$ cat src/design/enc_pkg.sv
/* encoder trigger shared types */

package enc_pkg;

    // width of the register-style settings
    localparam int cfg_w = 32;

    // step decoding modes
    typedef enum logic [1:0] {
        cnt_single = 2'd0,  // A rising edges only
        cnt_x1     = 2'd1,  // A rising edges, direction from B
        cnt_x2     = 2'd2,  // both A edges
        cnt_x4     = 2'd3   // every edge of both channels
    } cnt_mode_e;

    // which motion may fire the trigger
    typedef enum logic {
        dir_forward = 1'b0,
        dir_both    = 1'b1
    } dir_mode_e;

    // static settings, held while en is high
    typedef struct packed {
        logic             en;
        logic [cfg_w-1:0] filt_time;    // stable time in clocks
        logic [cfg_w-1:0] skip_pulses;  // startup pulses to ignore
        cnt_mode_e        cnt_mode;
        dir_mode_e        dir_mode;
        logic [cfg_w-1:0] div;          // trigger distance in steps
    } enc_cfg_t;

    // one level per encoder channel
    typedef struct packed {
        logic a;
        logic b;
    } chan_t;

    // single-cycle edge flags of the clean channels
    typedef struct packed {
        logic a_rise;
        logic a_fall;
        logic b_rise;
        logic b_fall;
    } edges_t;

    // decoded motion, never both set in one cycle
    typedef struct packed {
        logic up;
        logic down;
    } step_t;

endpackage

$ cat src/design/glitch_filter.sv
/* encoder channel glitch filter */

`timescale 1ns/1ps

module glitch_filter #(
    parameter int TIME_W = enc_pkg::cfg_w
) (
    input  logic              clk,
    input  logic              rst,
    input  logic              en,
    input  logic [TIME_W-1:0] filt_time,
    input  logic              raw,
    output logic              level
);

    // two-flop synchronizer, sync_q[1] is the usable copy
    logic [1:0]        sync_q;
    logic [TIME_W-1:0] stable_cnt;
    logic              about_to_change;

    always_ff @(posedge clk or posedge rst) begin
        if (rst) begin
            sync_q <= '0;
        end else begin
            sync_q <= {sync_q[0], raw};
        end
    end

    // second stage takes a new value on the next edge
    assign about_to_change = sync_q[0] ^ sync_q[1];

    // clocks the synchronized value has held, stops at filt_time
    always_ff @(posedge clk or posedge rst) begin
        if (rst) begin
            stable_cnt <= '0;
        end else if (!en || about_to_change) begin
            stable_cnt <= '0;
        end else if (stable_cnt != filt_time) begin
            stable_cnt <= stable_cnt + 1'b1;
        end
    end

    // new level is accepted once it has held filt_time+1 clocks
    always_ff @(posedge clk or posedge rst) begin
        if (rst) begin
            level <= 1'b0;
        end else if (!en) begin
            // follow the pin so enabling does not create a false edge
            level <= sync_q[1];
        end else if (stable_cnt == filt_time) begin
            level <= sync_q[1];
        end
    end

endmodule

$ cat src/design/startup_gate.sv
/* startup pulse skip gate */

`timescale 1ns/1ps

module startup_gate (
    input  logic              clk,
    input  logic              rst,
    input  enc_pkg::enc_cfg_t cfg,
    input  enc_pkg::edges_t   edges,
    output logic              tracking
);

    import enc_pkg::*;

    typedef enum logic [1:0] {
        gate_off   = 2'd0,
        gate_skip  = 2'd1,
        gate_track = 2'd2
    } gate_state_e;

    gate_state_e      state;
    gate_state_e      state_next;
    logic [cfg_w-1:0] skip_a_cnt;
    logic [cfg_w-1:0] skip_b_cnt;
    logic             skip_a_done;
    logic             skip_b_full;
    logic             skip_b_done;

    assign skip_a_done = (skip_a_cnt == cfg.skip_pulses);
    assign skip_b_full = (skip_b_cnt == cfg.skip_pulses);

    // B is not wired up in single channel mode
    assign skip_b_done = skip_b_full || (cfg.cnt_mode == cnt_single);

    // rising edges seen per channel while skipping
    always_ff @(posedge clk or posedge rst) begin
        if (rst) begin
            skip_a_cnt <= '0;
            skip_b_cnt <= '0;
        end else if (!cfg.en) begin
            skip_a_cnt <= '0;
            skip_b_cnt <= '0;
        end else if (state == gate_skip) begin
            if (edges.a_rise && !skip_a_done) begin
                skip_a_cnt <= skip_a_cnt + 1'b1;
            end
            if (edges.b_rise && !skip_b_full) begin
                skip_b_cnt <= skip_b_cnt + 1'b1;
            end
        end
    end

    always_comb begin
        state_next = state;
        case (state)
            gate_off: begin
                // counters are zero here, so done means nothing to skip
                if (cfg.en) begin
                    state_next = (skip_a_done && skip_b_done) ? gate_track : gate_skip;
                end
            end
            gate_skip: begin
                if (!cfg.en) begin
                    state_next = gate_off;
                end else if (skip_a_done && skip_b_done) begin
                    state_next = gate_track;
                end
            end
            gate_track: begin
                if (!cfg.en) begin
                    state_next = gate_off;
                end
            end
            default: state_next = gate_off;
        endcase
    end

    always_ff @(posedge clk or posedge rst) begin
        if (rst) begin
            state <= gate_off;
        end else begin
            state <= state_next;
        end
    end

    assign tracking = (state == gate_track);

endmodule

$ cat src/design/quad_decoder.sv
/* quadrature edge and step decoder */

`timescale 1ns/1ps

module quad_decoder (
    input  logic              clk,
    input  logic              rst,
    input  enc_pkg::enc_cfg_t cfg,
    input  enc_pkg::chan_t    clean,
    input  logic              tracking,
    output enc_pkg::edges_t   edges,
    output enc_pkg::step_t    step
);

    import enc_pkg::*;

    chan_t clean_q;
    logic  step_up;
    logic  step_down;

    // previous clean levels for edge detection
    always_ff @(posedge clk or posedge rst) begin
        if (rst) begin
            clean_q <= '0;
        end else begin
            clean_q <= clean;
        end
    end

    assign edges = '{
        a_rise: clean.a & ~clean_q.a,
        a_fall: ~clean.a & clean_q.a,
        b_rise: clean.b & ~clean_q.b,
        b_fall: ~clean.b & clean_q.b
    };

    // forward order is 00 -> 10 -> 11 -> 01 -> 00 with A leading
    always_comb begin
        step_up   = 1'b0;
        step_down = 1'b0;
        case (cfg.cnt_mode)
            cnt_single: begin
                step_up = edges.a_rise;
            end
            cnt_x1: begin
                step_up   = edges.a_rise & ~clean.b;
                step_down = edges.a_rise & clean.b;
            end
            cnt_x2: begin
                step_up   = (edges.a_rise & ~clean.b) | (edges.a_fall & clean.b);
                step_down = (edges.a_rise & clean.b) | (edges.a_fall & ~clean.b);
            end
            cnt_x4: begin
                step_up   = (edges.a_rise & ~clean.b) | (edges.a_fall & clean.b)
                          | (edges.b_rise & clean.a) | (edges.b_fall & ~clean.a);
                step_down = (edges.a_rise & clean.b) | (edges.a_fall & ~clean.b)
                          | (edges.b_rise & ~clean.a) | (edges.b_fall & clean.a);
            end
            default: begin
                step_up   = 1'b0;
                step_down = 1'b0;
            end
        endcase
    end

    // both channels moving in one cycle is not a legal step, drop it
    always_ff @(posedge clk or posedge rst) begin
        if (rst) begin
            step <= '0;
        end else if (!tracking) begin
            step <= '0;
        end else begin
            step <= '{up: step_up & ~step_down, down: step_down & ~step_up};
        end
    end

endmodule

$ cat src/design/position_divider.sv
/* position counter and trigger divider */

`timescale 1ns/1ps

module position_divider #(
    // must stay wider than the div setting
    parameter int POS_W = 40
) (
    input  logic              clk,
    input  logic              rst,
    input  enc_pkg::enc_cfg_t cfg,
    input  enc_pkg::step_t    step,
    output logic              trigger
);

    import enc_pkg::*;

    logic signed [POS_W-1:0] position;
    logic signed [POS_W-1:0] mark;
    logic signed [POS_W-1:0] position_next;
    logic        [POS_W-1:0] dist_fwd;
    logic        [POS_W-1:0] dist_back;
    logic        [POS_W-1:0] div_ext;
    logic                    fire_fwd;
    logic                    fire_back;

    always_comb begin
        position_next = position;
        if (step.up) begin
            position_next = position + POS_W'(1);
        end else if (step.down) begin
            position_next = position - POS_W'(1);
        end
    end

    // distance from the last mark, a negative result never matches div
    assign dist_fwd  = position_next - mark;
    assign dist_back = mark - position_next;
    assign div_ext   = POS_W'(cfg.div);

    assign fire_fwd  = step.up && (dist_fwd == div_ext);
    assign fire_back = step.down && (cfg.dir_mode == dir_both) && (dist_back == div_ext);

    always_ff @(posedge clk or posedge rst) begin
        if (rst) begin
            position <= '0;
            mark     <= '0;
            trigger  <= 1'b0;
        end else if (!cfg.en) begin
            position <= '0;
            mark     <= '0;
            trigger  <= 1'b0;
        end else begin
            position <= position_next;
            trigger  <= fire_fwd | fire_back;
            // in forward mode the mark stays put while running backward
            if (fire_fwd || fire_back) begin
                mark <= position_next;
            end
        end
    end

endmodule

$ cat src/design/encoder_trigger.sv
/* rotary encoder trigger generator */

`timescale 1ns/1ps

module encoder_trigger #(
    parameter int POS_W  = 40,
    parameter int TIME_W = enc_pkg::cfg_w
) (
    input  logic              clk,
    input  logic              rst,
    input  enc_pkg::enc_cfg_t cfg,
    input  enc_pkg::chan_t    enc_in,
    output logic              trigger
);

    import enc_pkg::*;

    logic   clean_a;
    logic   clean_b;
    chan_t  clean;
    edges_t edges;
    step_t  step;
    logic   tracking;

    glitch_filter #(
        .TIME_W    (TIME_W)
    ) chan_a_filter (
        .clk       (clk),
        .rst       (rst),
        .en        (cfg.en),
        .filt_time (TIME_W'(cfg.filt_time)),
        .raw       (enc_in.a),
        .level     (clean_a)
    );

    glitch_filter #(
        .TIME_W    (TIME_W)
    ) chan_b_filter (
        .clk       (clk),
        .rst       (rst),
        .en        (cfg.en),
        .filt_time (TIME_W'(cfg.filt_time)),
        .raw       (enc_in.b),
        .level     (clean_b)
    );

    assign clean = '{a: clean_a, b: clean_b};

    startup_gate startup_gate_inst (
        .clk      (clk),
        .rst      (rst),
        .cfg      (cfg),
        .edges    (edges),
        .tracking (tracking)
    );

    quad_decoder quad_decoder_inst (
        .clk      (clk),
        .rst      (rst),
        .cfg      (cfg),
        .clean    (clean),
        .tracking (tracking),
        .edges    (edges),
        .step     (step)
    );

    position_divider #(
        .POS_W   (POS_W)
    ) position_divider_inst (
        .clk     (clk),
        .rst     (rst),
        .cfg     (cfg),
        .step    (step),
        .trigger (trigger)
    );

endmodule

$ cat config.mk
export PLATFORM = sky130hd
export DESIGN_NAME = encoder_trigger
export DESIGN_NICKNAME = d
export VERILOG_FILES = /design/src/design/enc_pkg.sv /design/src/design/glitch_filter.sv /design/src/design/startup_gate.sv /design/src/design/quad_decoder.sv /design/src/design/position_divider.sv /design/src/design/encoder_trigger.sv
export SDC_FILE = /design/constraint.sdc
export NUM_CORES = 1
export LEC_CHECK = 0
export BUFFER_PORTS_ARGS = -buffer_cell sky130_fd_sc_hd__clkbuf_2
export CORE_MARGIN = 2
export CORE_UTILIZATION = 35
export CTS_CLUSTER_SIZE = 14
export DETAILED_ROUTE_END_ITERATION = 8
export PLACE_DENSITY_LB_ADDON = 0.08
export SLEW_MARGIN = 20
export SYNTH_ARGS = -nofsm -noshare
export SYNTH_HDL_FRONTEND = slang
export SYNTH_SLANG_ARGS = --single-unit
$ cat constraint.sdc
create_clock -name clk -period 6.94 [get_ports clk]
set_input_delay 0.347 -clock clk [delete_from_list [all_inputs] [get_ports clk]]
set_output_delay 0.347 -clock clk [all_outputs]
set_load 0.02 [all_outputs]
==> flow_summary.ini, run 1 <==
[status]
status = finished with violations
violations = negative hold slack

[sta]
timing.setup.tns_ps = 0
final_period_minus_worst_setup_slack_ps = 6619
timing.fmax_mhz = 151.1
timing_hold_violations_final = 40
post-route-worst-setup-slack_ps = 321.0
timing.final.crit_share = 0.9538
whs_ps = -53.57
final_report_max_slew_violation_count = 0
worst_slew_pin_slew_ps = 926.0
grt_setup_unrepaired = false
maximum_clock_skew_at_final_layout_ps = 14.94
setup-violations-final = 0
slew_headroom = 0.3770

[routing]
route.final.wire_length_um = 68460
num_vias = 16780
via_per_inst = 5.464
ant_nets = 0
detail_route.wl_per_cell_um = 22.29
detail_route.iter0.violations = 1265
drc = 0
detailedRoute.firstPassIterationCount = 5

[power_and_ir_drop]
p_int_mw = 2.153
p_leak_nw = 8.930
net-switching-power_mw = 0.7102
share_clk_of_total_power = 0.458
power_density_relative_to_cell_area_nw_per_um2 = 137.9
power.ir.vdd_worst_mv = 0.1784
power.sequential.fraction = 0.456
relative_contribution_of_combinational_cells_to_total_power = 0.086
switching_share = 0.2481

[logic_synthesis]
post_synth_xor_area_fraction = 0.1684
synth_fp_nets = 2457
post_synthesis_cell_type_with_the_largest_combined_area = sky130_fd_sc_hd__dfrtp_1
dominantRegCellSynth = sky130_fd_sc_hd__dfrtp_1
synth_top_family_by_area = simple AND/OR/NAND/NOR gates
synthAdderAreaFrac = 0.05919
synth_cell_types = 82
asyncSetResetFlopFracSynth = 1.000
synthesis.area_um2 = 18430
synth_cells = 2267
synth-simple-area-share = 0.2494
synth_compound_gate_area_share = 0.1396
number_of_synthesized_flops_with_an_enable_pin = 0
synth_warnings = 0
yosysTopAreaCellShare = 0.3000
synth_top_cells_by_area = sky130_fd_sc_hd__dfrtp_1 (30%), sky130_fd_sc_hd__xnor2_1 (12%), sky130_fd_sc_hd__ha_1 (5.7%), sky130_fd_sc_hd__nand2_1 (5.1%), sky130_fd_sc_hd__xor2_1 (4.5%)
synth_area_per_cell_um2 = 8.130
synth-seq-cells = 221
muxShareOfSynthArea = 0.03170
synth_seq_area_share = 0.3000

[cts]
clock_sinks = 221
register_clock_pin_slew_on_the_reported_worst_setup_and_hold_paths_ps = 60
cts_buffer_depth = 3
htree_levels = 1
cts-buffers-inserted = 25
tritoncts = yes
clk_root_buffer_cell = sky130_fd_sc_hd__clkbuf_16
clock_latency_late_sink_ps = 540

[worst_setup_path]
critical_path_buf_inv_count = 4
critical_path.max_stage_delay_ps = 610
crit_required_ps = 7390
cpLargestDelayFamily = simple AND/OR/NAND/NOR gates
timing.critical_path.from = position_divider_inst.position[14]$_DFF_PP0_
reg2reg_setup_slack_ps = 320
cp_cell_sequence = or4_4, or4_4, and2b_1, nor3b_2, nand2_1, o32ai_1, xor2_1, buf_4, ha_1, a21oi_1, o21ai_2, a222oi_1, nand4_1, nor4_2, nand4_1, or4_1, a2111oi_2, buf_4, nand4_1, o22ai_4, buf_4, buf_6, mux2i_1
end_kind = flop
cpMaxStageDelayCell = sky130_fd_sc_hd__or4_1
criticalPathCategory = flop to flop
critPathArrivalTime_ps = 7070
crit_fanout = 8
critical_path.startpoint_type = flop
reg2reg_from = position_divider_inst.position[14]$_DFF_PP0_

[place]
finalWeightedCongestion = 0.9433
dp_hpwl_um = 54930
placed_cell_area_um2 = 19850
place_ws_ps = 26.46
placement.io_buffers = 104

[cells_and_area]
finalInstanceArea_um2 = 20760
filler_cells = 5460
layout.nets = 2558
mostFrequentLayoutCell = sky130_fd_sc_hd__xnor2_1
layout-drive-gt1-share = 0.09778
seq_area_um2 = 5530
multi_input_area_um2 = 12010
final_util = 0.3967
layout_common_cells = sky130_fd_sc_hd__xnor2_1 (253), sky130_fd_sc_hd__nand2_1 (247), sky130_fd_sc_hd__dfrtp_1 (221)
areaGrowthSynthToFinish_pct = 12.66
n_antenna_cell = 0

[flow_run]
timing.max_cap.violations = 0

[die]
io_pins = 105
floorplan.core_area_um2 = 52340
dieArea_um2 = 54510
initial_core_utilization = 0.3521
fp.dieH_um = 233.5
floorplan.rows = 84
die_w_um = 233.5

[grt]
grt_overflow_total = 0
initial_antenna_violation_count = 0
global_route_wire_length_before_repair_um = 103800
grt_usage = 0.2505
via_count_of_the_first_global_routing_pass = 16620
pin_count_of_the_biggest_net_entering_global_routing = 147

[worst_hold_path]
min-delay-path-class = primary input to async pin
==> power by group through the flow <==
stage | Clock [mW] | Combinational [mW] | Sequential (mW)
2_1_floorplan | 0 | 0.139 | 1.33
3_3_place_gp | 0 | 0.247 | 1.33
3_5_place_dp | 0 | 0.246 | 1.33
4_1_cts | 1.37 | 0.248 | 1.30
5_1_grt | 1.41 | 0.269 | 1.30
6_report | 1.31 | 0.246 | 1.30
==> worst reg2reg max path: cells and delay by family, from the launching register on <==
family	cells	cell delay (ps)
flops	1	450
compound gates	6	1690
buf+inv	4	720
simple gates	10	3070
fa+ha+maj	1	320
xor+xnor	1	110
mux	1	200
==> final timing paths <==
check | depth (start not counted) | to
setup / recovery | 23 | position_divider_inst.mark[2]$_DFFE_PP0P_
hold / removal | 2 | chan_b_filter.stable_cnt[21]$_DFFE_PP0P_
setup reg to reg | 23 | position_divider_inst.mark[2]$_DFFE_PP0P_
hold reg to reg | 0 | chan_b_filter.sync_q[1]$_DFF_PP0_
max in group asynchronous | 3 | startup_gate_inst.skip_a_cnt[0]$_DFFE_PP0P_
min in group clk | 4 | quad_decoder_inst.step[1]$_DFF_PP0_
==> state kept, by name, summed over array words and instances (netlist names) <==
signal                          cells
chan_a_filter.level                 1
startup_gate_inst.skip_a_cnt       32
position_divider_inst.mark         40
chan_a_filter.stable_cnt           32
chan_a_filter.sync_q                2
quad_decoder_inst.clean_q           2
quad_decoder_inst.step              2
position_divider_inst.trigger       1
chan_b_filter.stable_cnt           32
startup_gate_inst.skip_b_cnt       32
startup_gate_inst.state             2
position_divider_inst.position     40
chan_b_filter.level                 1
chan_b_filter.sync_q                2
==> metal layers <==
| layer | routed length (um) | up-vias | track usage |
|---|---|---|---|
| met5 | 0 | - | 0 |
| met4 | 3743 | 0 | 0.1205 |
| met3 | 2523 | 145 | 0.02246 |
| met2 | 32420 | 461 | 0.4220 |
| met1 | 29780 | 8099 | 0.3225 |
| li1 | - | 8076 | - |
==> layout make-up <==
cell class                      instances  area share
Clock buffer                           37     0.03374
Clock inverter                          5    0.003615
Inverter                              149     0.02754
Multi-Input combinational cell       1808      0.5782
Sequential cell                       221      0.2663
Tap cell                              688     0.04146
Timing Repair Buffer                  163     0.04917
==> cells by family after synthesis <==
group | Yosys count
simple gates | 907
mux | 58
xor+xnor | 351
fa+ha+maj | 86
compound gates | 406
buf+inv | 238
flops | 221
==> through the flow <==
| step | std cells | total power [mW] |
|---|---|---|
| final | 3071 | 2.863 |
| after global routing | 3071 | 2.987 |
| after CTS | 3066 | 2.919 |
| after detailed placement | 3022 | 1.574 |
| after global placement | 3022 | 1.575 |
| after floorplan | 2267 | 1.464 |
==> synth_stat cells, types with 36 or more instances <==
cell type,count
sky130_fd_sc_hd__xnor2_1,253
sky130_fd_sc_hd__nand2_1,249
sky130_fd_sc_hd__dfrtp_1,221
sky130_fd_sc_hd__nor2_1,185
sky130_fd_sc_hd__inv_1,149
sky130_fd_sc_hd__a21oi_1,132
sky130_fd_sc_hd__nand4_1,100
sky130_fd_sc_hd__xor2_1,95
sky130_fd_sc_hd__nand3_1,87
sky130_fd_sc_hd__o21ai_0,87
sky130_fd_sc_hd__ha_1,84
sky130_fd_sc_hd__clkbuf_1,79
sky130_fd_sc_hd__and2_1,57
sky130_fd_sc_hd__mux2i_1,55
sky130_fd_sc_hd__nor3_1,49
sky130_fd_sc_hd__or3_1,36
==> what timing repair did <==
item | CTS | global route
gates cloned | 0 | 2
pin swaps | 0 | 3
endpoints found under the hold margin | 2 | 0
endpoints found under the setup margin | 33 | 35
buffers inserted | 0 | 3
resized for setup | 1 | 12
hold buffers | 2 | 0
No activity file was read; power rests on OpenSTA's default activity.
==> run 2: changes to the inputs <==
- ABC_AREA: default -> 1
==> run 2 against run 1 <==
Compared with the run above: the run now ends clean; synthesized cell count grew 61%; combinational power grew 6%; wire length increased by 22%; total power is 7.1% higher.
==> flow_summary.ini, run 2 <==
[status]
status = finished clean

[power_and_ir_drop]
p_int_mw = 2.270
power.ir.vdd_worst_mv = 0.2539
relative_contribution_of_combinational_cells_to_total_power = 0.085
switching_share = 0.2595
share_clk_of_total_power = 0.491
net-switching-power_mw = 0.7956
power_density_relative_to_cell_area_nw_per_um2 = 125.0
p_leak_nw = 12.24
power.sequential.fraction = 0.424

[logic_synthesis]
post_synthesis_cell_type_with_the_largest_combined_area = sky130_fd_sc_hd__dfrtp_1
synth_area_per_cell_um2 = 6.081
synth_cell_types = 54
synth-seq-cells = 221
synthMostInstantiatedCell = sky130_fd_sc_hd__nand2_1
synth_fp_nets = 3847
synth_top_cells_by_area = sky130_fd_sc_hd__dfrtp_1 (25%), sky130_fd_sc_hd__nand2_1 (19%), sky130_fd_sc_hd__inv_1 (9.6%), sky130_fd_sc_hd__nor2_1 (6.5%), sky130_fd_sc_hd__nand3_1 (5.9%)
asyncSetResetFlopFracSynth = 1.000
yosysTopAreaCellShare = 0.2487
synth_cells = 3657
post_synth_most_frequent_cells = sky130_fd_sc_hd__nand2_1 (1144), sky130_fd_sc_hd__inv_1 (567), sky130_fd_sc_hd__nor2_1 (388)
synth_seq_area_share = 0.2487
synthesis.area_um2 = 22240
dominantRegCellSynth = sky130_fd_sc_hd__dfrtp_1
number_of_synthesized_flops_with_an_enable_pin = 0
synth_warnings = 0

[worst_setup_path]
cpMaxStageDelayCell = sky130_fd_sc_hd__nor4_1
cpLargestDelayFamily = simple AND/OR/NAND/NOR gates
critPathArrivalTime_ps = 6430
critical_path.startpoint_type = flop
criticalPathCategory = flop to flop
end_kind = flop
critical_path_buf_inv_count = 4
crit_required_ps = 7440
timing.critical_path.mode_cell = sky130_fd_sc_hd__nand2_1
crit_fanout = 21
critical_path.max_stage_delay_ps = 620

[cells_and_area]
areaGrowthSynthToFinish_pct = 10.27
mostFrequentLayoutCell = sky130_fd_sc_hd__nand2_1
layout.nets = 3919
filler_cells = 7090
filler_free_cell_count_of_the_finished_design = 4597
layout_top_registers = position_divider_inst.mark x40, position_divider_inst.position x40
seq_area_um2 = 5530
multi_input_area_um2 = 14100
layout_common_cells = sky130_fd_sc_hd__nand2_1 (1144), sky130_fd_sc_hd__inv_1 (565), sky130_fd_sc_hd__nor2_1 (388)
layout-drive-gt1-share = 0.07147
finalInstanceArea_um2 = 24520

[sta]
timing.fmax_mhz = 168.8
timing.setup.tns_ps = 0
slew_headroom = 0.3110
setup-violations-final = 0
worst_slew_pin_slew_ps = 1034
timing.final.crit_share = 0.8534
final_period_minus_worst_setup_slack_ps = 5922
maximum_clock_skew_at_final_layout_ps = 19.62
final_report_max_slew_violation_count = 0
timing_hold_violations_final = 0
post-route-worst-setup-slack_ps = 1018
grt_setup_unrepaired = false

[grt]
grt_overflow_total = 0
via_count_of_the_first_global_routing_pass = 22700
grt_usage = 0.2522
pin_count_of_the_biggest_net_entering_global_routing = 111
initial_antenna_violation_count = 0
global_route_wire_length_before_repair_um = 131100

[place]
finalWeightedCongestion = 1.054
placed_cell_area_um2 = 23550
post-place-cells = 4542
dp_hpwl_um = 69000
place_ws_ps = 1019
placement.io_buffers = 104

[cts]
cts_buffer_depth = 3
cts-buffers-inserted = 28
register_clock_pin_slew_on_the_reported_worst_setup_and_hold_paths_ps = 60
clock_sinks = 221
clock_latency_late_sink_ps = 570
ctsResizeCount = 0
tritoncts = yes
clk_root_buffer_cell = sky130_fd_sc_hd__clkbuf_16
htree_levels = 1

[flow_run]
timing.max_cap.violations = 0

[die]
floorplan.core_area_um2 = 62970
dieArea_um2 = 65570
initial_core_utilization = 0.3532
fp.dieH_um = 256.1
floorplan.rows = 92
io_pins = 105
die_w_um = 256.1

[routing]
ant_nets = 0
detail_route.iter0.violations = 1733
detail_route.wl_per_cell_um = 18.20
detailedRoute.firstPassIterationCount = 8
num_vias = 23100
route.final.wire_length_um = 83690
drc = 0
via_per_inst = 5.026

[worst_hold_path]
min-delay-path-class = primary input to flop
==> run 2: cell count changes in the layout (fill, tap and decap cells not counted), moves of 45 or more <==
| cell | change |
|---|---|
| sky130_fd_sc_hd__and2_1 | -51 |
| sky130_fd_sc_hd__inv_1 | +417 |
| sky130_fd_sc_hd__mux2i_1 | -54 |
| sky130_fd_sc_hd__nand2_1 | +897 |
| sky130_fd_sc_hd__nand3_1 | +176 |
| sky130_fd_sc_hd__nand4_1 | +45 |
| sky130_fd_sc_hd__nor2_1 | +203 |
| sky130_fd_sc_hd__xnor2_1 | -148 |
==> run 2: final cells by class <==
cell class,instances,share of cell area
Clock inverter,8,0.002908
Sequential cell,221,0.2255
Clock buffer,43,0.03541
Tap cell,846,0.04317
Timing Repair Buffer,126,0.02837
Inverter,584,0.08970
Multi-Input combinational cell,2768,0.5748
Antenna cell,1,0.0001020
==> run 2: worst paths after layout <==
check                                                             from                                            to  slack [ps]  cells past startpoint
min in group asynchronous                                          rst   startup_gate_inst.skip_b_cnt[3]$_DFFE_PP0P_         480                      3
max reg2reg                position_divider_inst.position[0]$_DFF_PP0_     position_divider_inst.mark[4]$_DFFE_PP0P_        1020                     27
min reg2reg                          chan_b_filter.sync_q[0]$_DFF_PP0_             chan_b_filter.sync_q[1]$_DFF_PP0_         390                      0
min                                                            cfg[99]  startup_gate_inst.skip_b_cnt[14]$_DFFE_PP0P_         180                      3
max in group asynchronous                                          rst  startup_gate_inst.skip_b_cnt[10]$_DFFE_PP0P_        4970                      4
max                        position_divider_inst.position[0]$_DFF_PP0_     position_divider_inst.mark[4]$_DFFE_PP0P_        1020                     27
==> run 2: kinds of logic (layout without fill, tap and decap cells) <==
logic type	Yosys count	in the layout	share of synthesized area
mux	1	1	0.0004501
flops	221	221	0.2487
other cells	0	1	0
compound gates	291	291	0.07483
fa+ha+maj	86	86	0.04906
xor+xnor	210	210	0.08271
simple gates	2180	2180	0.4266
buf+inv	668	761	0.1177
==> run 2: layer usage <==
layer  part of all wire  vias to the layer above  global-route usage
li1                   -                    11740                   -
met1               0.45                    10550              0.3289
met2               0.46                      634              0.4185
met3              0.042                      183             0.02080
met4              0.055                        0              0.1262
met5                  0                        -                   0
==> run 2: power by group through the flow <==
stage               logic [mW]  clock network, mW  registers [mW]
finish                   0.261               1.50            1.30
global route             0.290               1.60            1.30
CTS                      0.264               1.55            1.30
detailed placement       0.262                  0            1.32
global placement         0.263                  0            1.32
floorplan                0.150                  0            1.32
==> run 2: what timing repair did <==
| item | CTS | global route |
|---|---|---|
| hold endpoints to repair | 28 | 0 |
| buffers inserted | 0 | 0 |
| endpoints found under the setup margin | 0 | 0 |
| hold buffers | 3 | 0 |
==> run 2: per-stage QoR <==
step | total power, mW | utilization | hold slack (ps)
final | 3.066 | 0.3895 | 183.6
after global routing | 3.186 | 0.3894 | 195.3
after CTS | 3.112 | 0.3894 | 161.7
after detailed placement | 1.586 | 0.3740 | 388.1
after global placement | 1.587 | 0.3740 | 382.0
after floorplan | 1.473 | - | 367.2
==> run 2: worst reg2reg max path, stage by stage (launching register included) <==
cell                       delay [ps]
sky130_fd_sc_hd__dfrtp_1          400
sky130_fd_sc_hd__inv_1            100
sky130_fd_sc_hd__ha_1             170
sky130_fd_sc_hd__nand3_1          190
sky130_fd_sc_hd__nor4_1           620
sky130_fd_sc_hd__nand4_1          260
sky130_fd_sc_hd__nand2_1          210
sky130_fd_sc_hd__o211ai_1         120
sky130_fd_sc_hd__xor2_1           300
sky130_fd_sc_hd__inv_1            120
sky130_fd_sc_hd__ha_1             480
sky130_fd_sc_hd__nand2_2          140
sky130_fd_sc_hd__nor2_1           340
sky130_fd_sc_hd__nand2_1          280
sky130_fd_sc_hd__inv_1            140
sky130_fd_sc_hd__nand2_1           80
sky130_fd_sc_hd__nand3_1          130
sky130_fd_sc_hd__nand2_1           70
sky130_fd_sc_hd__nand2_1          170
sky130_fd_sc_hd__nand4_1          190
sky130_fd_sc_hd__nor2_1           130
sky130_fd_sc_hd__nand2_1           80
sky130_fd_sc_hd__nor2_1           130
sky130_fd_sc_hd__nand2_1           70
sky130_fd_sc_hd__nand2_2          370
sky130_fd_sc_hd__buf_4            360
sky130_fd_sc_hd__nand3_1          110
sky130_fd_sc_hd__nand2_1          110
==> run 3: changes to the inputs <==
- SYNTH_HIERARCHICAL: default -> 1
==> run 3 against run 2 <==
Compared with the run above: clock skew shrank 1.9 ps; worst hold slack lost 21 ps; first-iteration DRC count grew 5.3%; register-to-register slack gained 150 ps; critical path type unchanged; largest power group unchanged.
==> flow_summary.ini, run 3 <==
[status]
status = finished clean

[power_and_ir_drop]
power.ir.vdd_worst_mv = 0.1936
power_mw = 3.322
p_leak_nw = 15.17
power_density_relative_to_cell_area_nw_per_um2 = 120.2

[die]
floorplan.rows = 98
dieArea_um2 = 74660
floorplan.core_area_um2 = 71610
fp.dieH_um = 273.2
io_pins = 105
die_w_um = 273.2
initial_core_utilization = 0.3543

[sta]
final_report_max_slew_violation_count = 0
maximum_clock_skew_at_final_layout_ps = 17.74
timing.final.crit_share = 0.8316
final_period_minus_worst_setup_slack_ps = 5771
slew_headroom = 0.3548
timing_hold_violations_final = 0
worst_slew_pin_slew_ps = 967.8
timing.fmax_mhz = 173.3
grt_setup_unrepaired = false
setup-violations-final = 0
timing.setup.tns_ps = 0

[routing]
drc = 0
route.final.wire_length_um = 96590
detail_route.wl_per_cell_um = 18.03
detailedRoute.firstPassIterationCount = 6
via_per_inst = 4.919
num_vias = 26360
detail_route.iter0.violations = 1824
ant_nets = 0

[logic_synthesis]
synth_fp_nets = 4534
synthesis.area_um2 = 25370
synth_area_per_cell_um2 = 5.840
synth_warnings = 6
synth_cells = 4344

[cells_and_area]
areaGrowthSynthToFinish_pct = 8.981
n_antenna_cell = 0
layout.nets = 4575
mostFrequentLayoutCell = sky130_fd_sc_hd__nand2_1
layout_top_registers = position_divider_inst/mark x40, position_divider_inst/position x40
layout-drive-gt1-share = 0.08575
finalInstanceArea_um2 = 27650
final_util = 0.3861
layout_common_cells = sky130_fd_sc_hd__nand2_1 (1676), sky130_fd_sc_hd__inv_1 (639), sky130_fd_sc_hd__nor2_1 (447)
filler_free_cell_count_of_the_finished_design = 5358

[grt]
via_count_of_the_first_global_routing_pass = 25220
grt_overflow_total = 0
pin_count_of_the_biggest_net_entering_global_routing = 88
initial_antenna_violation_count = 2
global_route_wire_length_before_repair_um = 149500
grt_usage = 0.2569

[worst_setup_path]
crit_fanout = 31
critPathArrivalTime_ps = 6290
critical_path.startpoint_type = flop
critical_path_buf_inv_count = 6
critical_path.max_stage_delay_ps = 500
cpLargestDelayFamily = simple AND/OR/NAND/NOR gates
timing.critical_path.mode_cell = sky130_fd_sc_hd__nand2_1
end_kind = flop
cpMaxStageDelayCell = sky130_fd_sc_hd__ha_1
criticalPathCategory = flop to flop
crit_required_ps = 7460

[cts]
clock_sinks = 221
htree_levels = 1
cts-buffers-inserted = 30
clock_latency_late_sink_ps = 590
cts_buffer_depth = 3
clk_root_buffer_cell = sky130_fd_sc_hd__clkbuf_16
ctsResizeCount = 0
tritoncts = yes
register_clock_pin_slew_on_the_reported_worst_setup_and_hold_paths_ps = 60
buffer_count_from_post_cts_setup_fixing = 0

[flow_run]
timing.max_cap.violations = 0

[place]
placed_cell_area_um2 = 26540
dp_hpwl_um = 78260
finalWeightedCongestion = 0.9675
placement.io_buffers = 104
post-place-cells = 5300

[worst_hold_path]
min-delay-path-class = primary input to flop
[run 3: report_power, final]
group          internal (mW)  leakage (nW)  total, mW  switching [mW]
clock                   1.06         0.524       1.71           0.653
combinational         0.0905          11.6      0.305           0.215
sequential              1.29          3.07       1.30         0.00822
[run 3: worst paths after layout]
kind | from | to | slack [ps] | cells after the start
setup / recovery | quad_decoder_inst/step[0]$_DFF_PP0_ | position_divider_inst/mark[11]$_DFFE_PP0P_ | 1170 | 32
hold / removal | cfg[34] | quad_decoder_inst/step[0]$_DFF_PP0_ | 160 | 4
setup reg to reg | quad_decoder_inst/step[0]$_DFF_PP0_ | position_divider_inst/mark[11]$_DFFE_PP0P_ | 1170 | 32
hold reg to reg | chan_b_filter/sync_q[0]$_DFF_PP0_ | chan_b_filter/sync_q[1]$_DFF_PP0_ | 400 | 0
max in group asynchronous | rst | position_divider_inst/trigger$_DFF_PP0_ | 5370 | 4
min in group asynchronous | rst | quad_decoder_inst/clean_q[1]$_DFF_PP0_ | 280 | 3
[run 3: tightest hold or removal path, cell delays in order]
cell and delay (ps):
sky130_fd_sc_hd__clkbuf_2 100, sky130_fd_sc_hd__inv_1 60, sky130_fd_sc_hd__nand3_1 130, sky130_fd_sc_hd__a21oi_2 70
[run 3: cell type report]
cell class	instances	area, um^2
clock buffers	44	883.3
clock inverters	11	196.4
fillers	8128	43960
inverters	674	2531
multi-input cells	3326	16560
flip-flops and latches	221	5530
well taps	950	1189
repair buffers	132	757.0
[run 3: routing by layer]
metal  wire, um  vias up  track usage
met3       4055      158      0.01991
met1      45530    12030       0.3553
met2      42880      627       0.4159
met4       4088        4      0.09908
met5         30        -            0
li1           -    13540            -
[run 3: metrics by stage]
| stage | setup WS, ps | hold slack [ps] |
|---|---|---|
| floorplan | 2970 | 113.1 |
| finish | 1169 | 162.6 |
| CTS | 1283 | 127.5 |
| global placement | 1364 | 310.2 |
| detailed placement | 1340 | 314.4 |
| global route | 563.0 | 163.3 |
[run 3: timing repair]
item | 4_1_cts | 5_1_grt
hold buffers | 3 | 0
endpoints found under the setup margin | 0 | 0
endpoints found under the hold margin | 102 | 0
